## config.mk

```make
export PLATFORM = sky130hd
export DESIGN_NAME = psum_pack_write
export DESIGN_NICKNAME = d
export VERILOG_FILES = /design/src/source/psum_reduce_pkg.sv /design/src/source/psum_pack_write.sv
export VERILOG_INCLUDE_DIRS = /design/src /design/src/source
export SDC_FILE = /design/constraint.sdc
export NUM_CORES = 2
export LEC_CHECK = 0
export BUFFER_PORTS_ARGS = -buffer_cell sky130_fd_sc_hd__buf_2
export CORE_AREA = 2 2 310 312
export CTS_CLUSTER_SIZE = 30
export DETAILED_ROUTE_END_ITERATION = 8
export DIE_AREA = 0 0 312 314
export PLACE_DENSITY = 0.69
export SLEW_MARGIN = 25
export SYNTH_ARGS = -nofsm -noshare
export SYNTH_HDL_FRONTEND = slang
export SYNTH_SLANG_ARGS = --single-unit
```

## constraint.sdc

```tcl
create_clock -name clk -period 4 [get_ports clk]
set_input_delay 0.8 -clock clk [delete_from_list [all_inputs] [get_ports clk]]
set_output_delay 0.8 -clock clk [all_outputs]
set_load 0.005 [all_outputs]
```

## src/source/psum_reduce_params.svh

```systemverilog
//--------------------------------------
// psum reduction sizes
// frame geometry and psum buffer word layout
//--------------------------------------
`ifndef PSUM_REDUCE_PARAMS_SVH
`define PSUM_REDUCE_PARAMS_SVH

// pe array frame
`define PSUM_ROWS 16
`define PSUM_COLS 16

// bits per partial sum, all arithmetic wraps at this width
`define PSUM_WIDTH 16

// psum buffer side
`define BUF_WORD_WIDTH 512
`define BUF_LANES (`BUF_WORD_WIDTH / `PSUM_WIDTH)   // 32 lanes per word
`define BUF_ADDR_WIDTH 10

`endif
```

## src/source/psum_reduce_pkg.sv

```systemverilog
//--------------------------------------
// psum reduction types
// fold modes, frame, row sum and buffer word layouts
//--------------------------------------
`default_nettype none

`include "psum_reduce_params.svh"

package psum_reduce_pkg;

    // how many adjacent rows share one output
    typedef enum logic [1:0] {
        fold_1 = 2'd0,
        fold_2 = 2'd1,
        fold_4 = 2'd2
    } fold_mode_e;

    typedef logic [`PSUM_WIDTH-1:0] psum_t;

    // element (r, c) sits at position r*cols + c counted from the msb
    typedef psum_t [0:`PSUM_ROWS-1][0:`PSUM_COLS-1] psum_frame_t;

    // folded sums, left-packed, unused tail is zero
    typedef psum_t [0:`PSUM_ROWS-1] row_sums_t;

    // lane 0 occupies the top 16 bits
    typedef psum_t [0:`BUF_LANES-1] buf_word_t;

    typedef logic [`BUF_ADDR_WIDTH-1:0] buf_addr_t;

endpackage

`default_nettype wire

```

## src/source/psum_pack_write.sv

```systemverilog
//--------------------------------------
// psum pack and write stage
// packs folded sums into 512-bit words, writes with a wrapping address
//--------------------------------------
`timescale 1ns/10ps
`default_nettype none

`include "psum_reduce_params.svh"

module psum_pack_write (
    input  logic                             clk,
    input  logic                             reset,
    input  logic                             exe_valid,
    input  psum_reduce_pkg::row_sums_t       exe_sums,
    input  psum_reduce_pkg::fold_mode_e      exe_mode,
    input  psum_reduce_pkg::buf_addr_t       word_limit,
    input  logic                             cfg_clear,
    output logic                             wr_en,
    output psum_reduce_pkg::buf_addr_t       wr_addr,
    output psum_reduce_pkg::buf_word_t       wr_data
);

    localparam int POS_W = $clog2(`BUF_LANES) + 1;     // must hold the lane count itself

    typedef logic [POS_W-1:0] pos_t;

    pos_t                       fill_pos;   // next free lane
    pos_t                       per_frame;  // sums delivered by one frame
    pos_t                       fill_end;
    logic                       word_full;
    psum_reduce_pkg::buf_word_t word_q;
    psum_reduce_pkg::buf_word_t word_next;

    always_comb begin
        case (exe_mode)
            psum_reduce_pkg::fold_2: per_frame = pos_t'(`PSUM_ROWS / 2);
            psum_reduce_pkg::fold_4: per_frame = pos_t'(`PSUM_ROWS / 4);
            default:                 per_frame = pos_t'(`PSUM_ROWS);
        endcase
    end

    assign fill_end  = fill_pos + per_frame;
    assign word_full = (fill_end == pos_t'(`BUF_LANES));

    // drop this frame's sums into the word starting at fill_pos
    always_comb begin
        pos_t lane;
        word_next = word_q;
        for (int i = 0; i < `PSUM_ROWS; i++) begin
            lane = fill_pos + pos_t'(i);
            if (pos_t'(i) < per_frame && lane < pos_t'(`BUF_LANES))
                word_next[lane] = exe_sums[i];
        end
    end

    // word under construction, one update per frame
    always_ff @(posedge clk) begin
        if (exe_valid)
            word_q <= word_next;
    end

    always_ff @(posedge clk) begin
        if (reset) begin
            wr_en    <= 1'b0;
            fill_pos <= '0;
            wr_addr  <= '0;
        end else begin
            wr_en <= exe_valid && word_full && !cfg_clear;
            if (cfg_clear) begin
                fill_pos <= '0;     // partial word is discarded
                wr_addr  <= '0;
            end else begin
                if (exe_valid)
                    fill_pos <= word_full ? pos_t'(0) : fill_end;
                // step the address once the write has gone out
                if (wr_en)
                    wr_addr <= (wr_addr >= word_limit - 1'b1) ? '0 : wr_addr + 1'b1;
            end
        end
    end

    assign wr_data = word_q;

    // a mode change without a clear would misalign the fill position
    fill_in_range: assert property (@(posedge clk) disable iff (reset)
        exe_valid |-> fill_end <= pos_t'(`BUF_LANES));

    // limit comes from the decode stage's configuration
    addr_in_range: assert property (@(posedge clk) disable iff (reset)
        wr_en |-> wr_addr < word_limit);

endmodule

`default_nettype wire

```

==> summary.md <==
| Metric | Value |
|---|---|
| Outcome | `finished, violations left` |
| Failing checks | `DRC` |
| Mapped cell area | `0.0370 sq mm` |
| Core Region | `0.0944 sq mm` |
| Post-synth top area cell | `edfxtp_1` |
| Fmax | `291 MHz` |
| DRT Wirelength | `183,000 microns` |
| Initial antenna violation count | `16` |
| Number of max-cap violations | `0` |
| Mapped Avg Cell Area | `9.14 sq um` |
| CTS tree | `done` |
| Number of flops mapped to enable cells by yosys | `512` |
| Worst setup EP type | `register` |
| Antenna Nets Post-Route | `0` |
| Synth Area in Adders | `0.764%` |
| DRC viols | `4` |
| # nets final | `4,761` |
| DP Cell Count | `5,664` |
| Final setup violation count | `0` |
| Rel. slew slack | `34.7%` |
| Worst Clk Skew | `0.0243 ns` |
| Logic pwr share | `23.5%` |
| Die Area | `0.0980 sq mm` |
| Remaining Overflow, GRT | `0` |
| Hold Path Class | `input pin to register` |
| Post-synthesis xor/xnor area fraction | `0.493%` |
| CP Cell Sequence | `inv_1 -> ha_1 -> or3_1 -> a21oi_2 -> buf_4 -> nand2_1 -> buf_4 -> nand2_2 -> buf_4 -> o221ai_1` |
| Post-route clock period utilization | `86.0%` |
| Final Max Slew Viols | `0` |
| Sequential Power Share | `42.2%` |
| WS Path Type | `register to register` |
| Post-synth cell types | `62` |
| Final Hold Viols | `0` |
| Clock slew at reported path FFs | `0.07 ns` |
| Crit start category | `register` |
| Port bufs | `794` |
| Pleak | `16.4 nW` |
| P_int | `11.7 mW` |
| Sequential area share after synthesis | `42.3%` |
| Peak VDD IR | `0.312 mV` |
| CTS Buf Count | `66` |
| Placer Congestion | `0.926` |
| Rows | `113` |
| Synth Instances | `4,051` |
| WP data required | `4.34 ns` |
| Setup_tns | `0 ns` |
| Vias | `39,300` |
| Post_cts resized | `0` |
| RSZ-0062 raised after global routing | `no` |
| Kind of cell adding the most delay to the critical path | `simple AND/OR/NAND/NOR gates` |
| Postcts setup bufs | `0` |
| H-tree depth | `3` |
| Crit path arrival time | `3.78 ns` |
| Vias per inst | `6.79` |
| Clock share of power | `34.3%` |
| CP most frequent cell | `buf_4` |
| Slew @ Worst Pin | `0.980 ns` |
| Starting DRC count in detailed routing | `6,943` |
| Reg2Reg Setup Slack | `0.56 ns` |
| Die W | `312 microns` |
| FILL cells | `9,086` |
| CP peak stage delay | `0.53 ns` |
| Slowest-stage cell, CP | `nand2_2` |
| Min cycle time layout | `3.44 ns` |
| Share of cells above drive strength 1 | `23.8%` |
| Syn. warnings | `0` |
| First-pass GRT wire length | `256,000 microns` |
| Sw frac | `32.3%` |
| Simple-gate area share of the yosys netlist | `12.8%` |
| Skew-Pair Late Insertion Delay | `0.62 ns` |
| Post-synthesis mux area share | `13.9%` |
| Synth cell count leaders | `mux2i_1, edfxtp_1, nand2_1, a21oi_1, nor2_1` |
| 1st-pass router iterations | `9` |
| Initial core utilization | `39.2%` |
| Pwr/cell area | `394 mW/mm^2` |
| Hpwl dp | `114,000 microns` |
| Clk root buf | `clkbuf_16` |
| P&R area growth vs syn | `18.2%` |
| Largest net degree at the start of global routing | `107` |
| Yosys reg bits | `527` |
| Synth top area cells | `edfxtp_1, mux2i_1, a21oi_1` |
| Switch Pwr | `5.57 mW` |
| Overall Global Routing Usage | `35.1%` |
| Finished Layout Cells | `5,792` |
| Wire length per cell | `31.6 microns` |
| Worst Path Buf+Inv | `4` |
| Die height | `314 microns` |
| Cts-stage hold buffer count | `0` |
| Clk buf depth | `3` |
| Vias in the first global route | `36,200` |
| Yosys top cell area share | `41.5%` |
| Largest family of logic cells by synthesized area | `compound AO/OA/AOI/OAI gates` |
| Clock Sinks | `527` |
| Synth async-reset ratio | `0%` |
| # IOs | `795` |
| Ys flop type | `edfxtp_1` |
| Critical path peak fanout | `17` |
| Post-Syn Nets | `4,345` |
| Complex-gate fraction of the synthesized area | `22.7%` |
| Most common cell in the netlist | `mux2i_1` |
==> layer usage <==
metal  part of all wire, %  GRT usage, %  up-vias
met4                   7.0          21.1        0
met5                     0             0        -
met2                    43          52.7     3876
met1                    36          45.8    18500
met3                    14          8.66      753
li1                      -             -    16100
==> worst reg2reg max path: cells and delay by family, from the launching register on <==
| kind | cells | cell delay (ns) |
|---|---|---|
| flops | 1 | 0.33 |
| buf+inv | 4 | 1.08 |
| fa+ha+maj | 1 | 0.35 |
| compound gates | 2 | 0.33 |
| simple gates | 3 | 1.08 |
==> cell type report <==
| cell class | instances | area, sq um | area share [%] |
|---|---|---|---|
| diodes | 13 | 32.5 | 0.0743 |
| clock buffers | 82 | 1780 | 4.08 |
| clock inverters | 33 | 240 | 0.549 |
| inverters | 15 | 56.3 | 0.129 |
| multi-input cells | 2934 | 19100 | 43.6 |
| flip-flops and latches | 527 | 15700 | 35.8 |
| well taps | 1265 | 1580 | 3.62 |
| repair buffers | 923 | 5320 | 12.1 |
==> registers in the layout (all words and copies together) (netlist names) <==
| signal | flops |
|---|---|
| wr_addr | 10 |
| fill_pos | 4 |
| wr_en | 1 |
| wr_data | 512 |
==> power by group through the flow <==
stage | Clock (mW) | Combinational, mW | Sequential (mW)
2_1_floorplan | 0 | 2.16 | 7.26
3_3_place_gp | 0 | 3.83 | 7.35
3_5_place_dp | 0 | 3.91 | 7.35
4_1_cts | 5.91 | 3.92 | 7.25
5_1_grt | 6.11 | 4.28 | 7.30
6_report | 5.91 | 4.04 | 7.28
==> kinds of logic after synthesis <==
logic type	after synthesis
fa+ha+maj	22
mux	514
buf+inv	590
compound gates	1251
xor+xnor	20
flops	527
simple gates	1127
==> cell usage in the layout (no fill, tap or decap), types with 20 or more instances in the layout <==
master | synthesis | final
clkbuf_16 | 0 | 68
edfxtp_1 | 512 | 512
nand3_1 | 39 | 35
nand2_1 | 481 | 477
a221o_1 | 58 | 58
a211oi_1 | 68 | 67
o21ai_0 | 124 | 122
buf_4 | 41 | 100
a32oi_1 | 116 | 116
buf_2 | 101 | 793
o211ai_1 | 124 | 124
a22oi_1 | 118 | 118
mux2i_1 | 514 | 514
nor2_1 | 371 | 370
nor3_1 | 155 | 154
o221ai_1 | 129 | 129
a21oi_1 | 459 | 458
ha_1 | 21 | 20
buf_12 | 0 | 29
==> path summary, 6_finish.rpt <==
| check | from | to | cells after the start |
|---|---|---|---|
| setup / recovery | fill_pos[3] | wr_data[219] | 10 |
| hold / removal | exe_sums[15] | wr_data[335] | 3 |
| setup reg to reg | fill_pos[3] | wr_data[219] | 10 |
| hold reg to reg | wr_addr[0] | wr_addr[0] | 2 |
==> stage by stage <==
step                utilization, %  power (mW)  cell area (sq um)  hold slack, ns  worst slack [ns]
CTS                           46.3        17.1              43700           0.481             0.608
detailed placement            44.2        11.3              41700           0.518             0.299
finish                        46.3        17.2              43800           0.509             0.559
global placement              44.2        11.2              41700           0.509             0.382
global route                  46.3        17.7              43800           0.510             0.404
floorplan                        -        9.42              37000           0.502             0.802
Note: power is estimated with default switching activity, not from simulation.
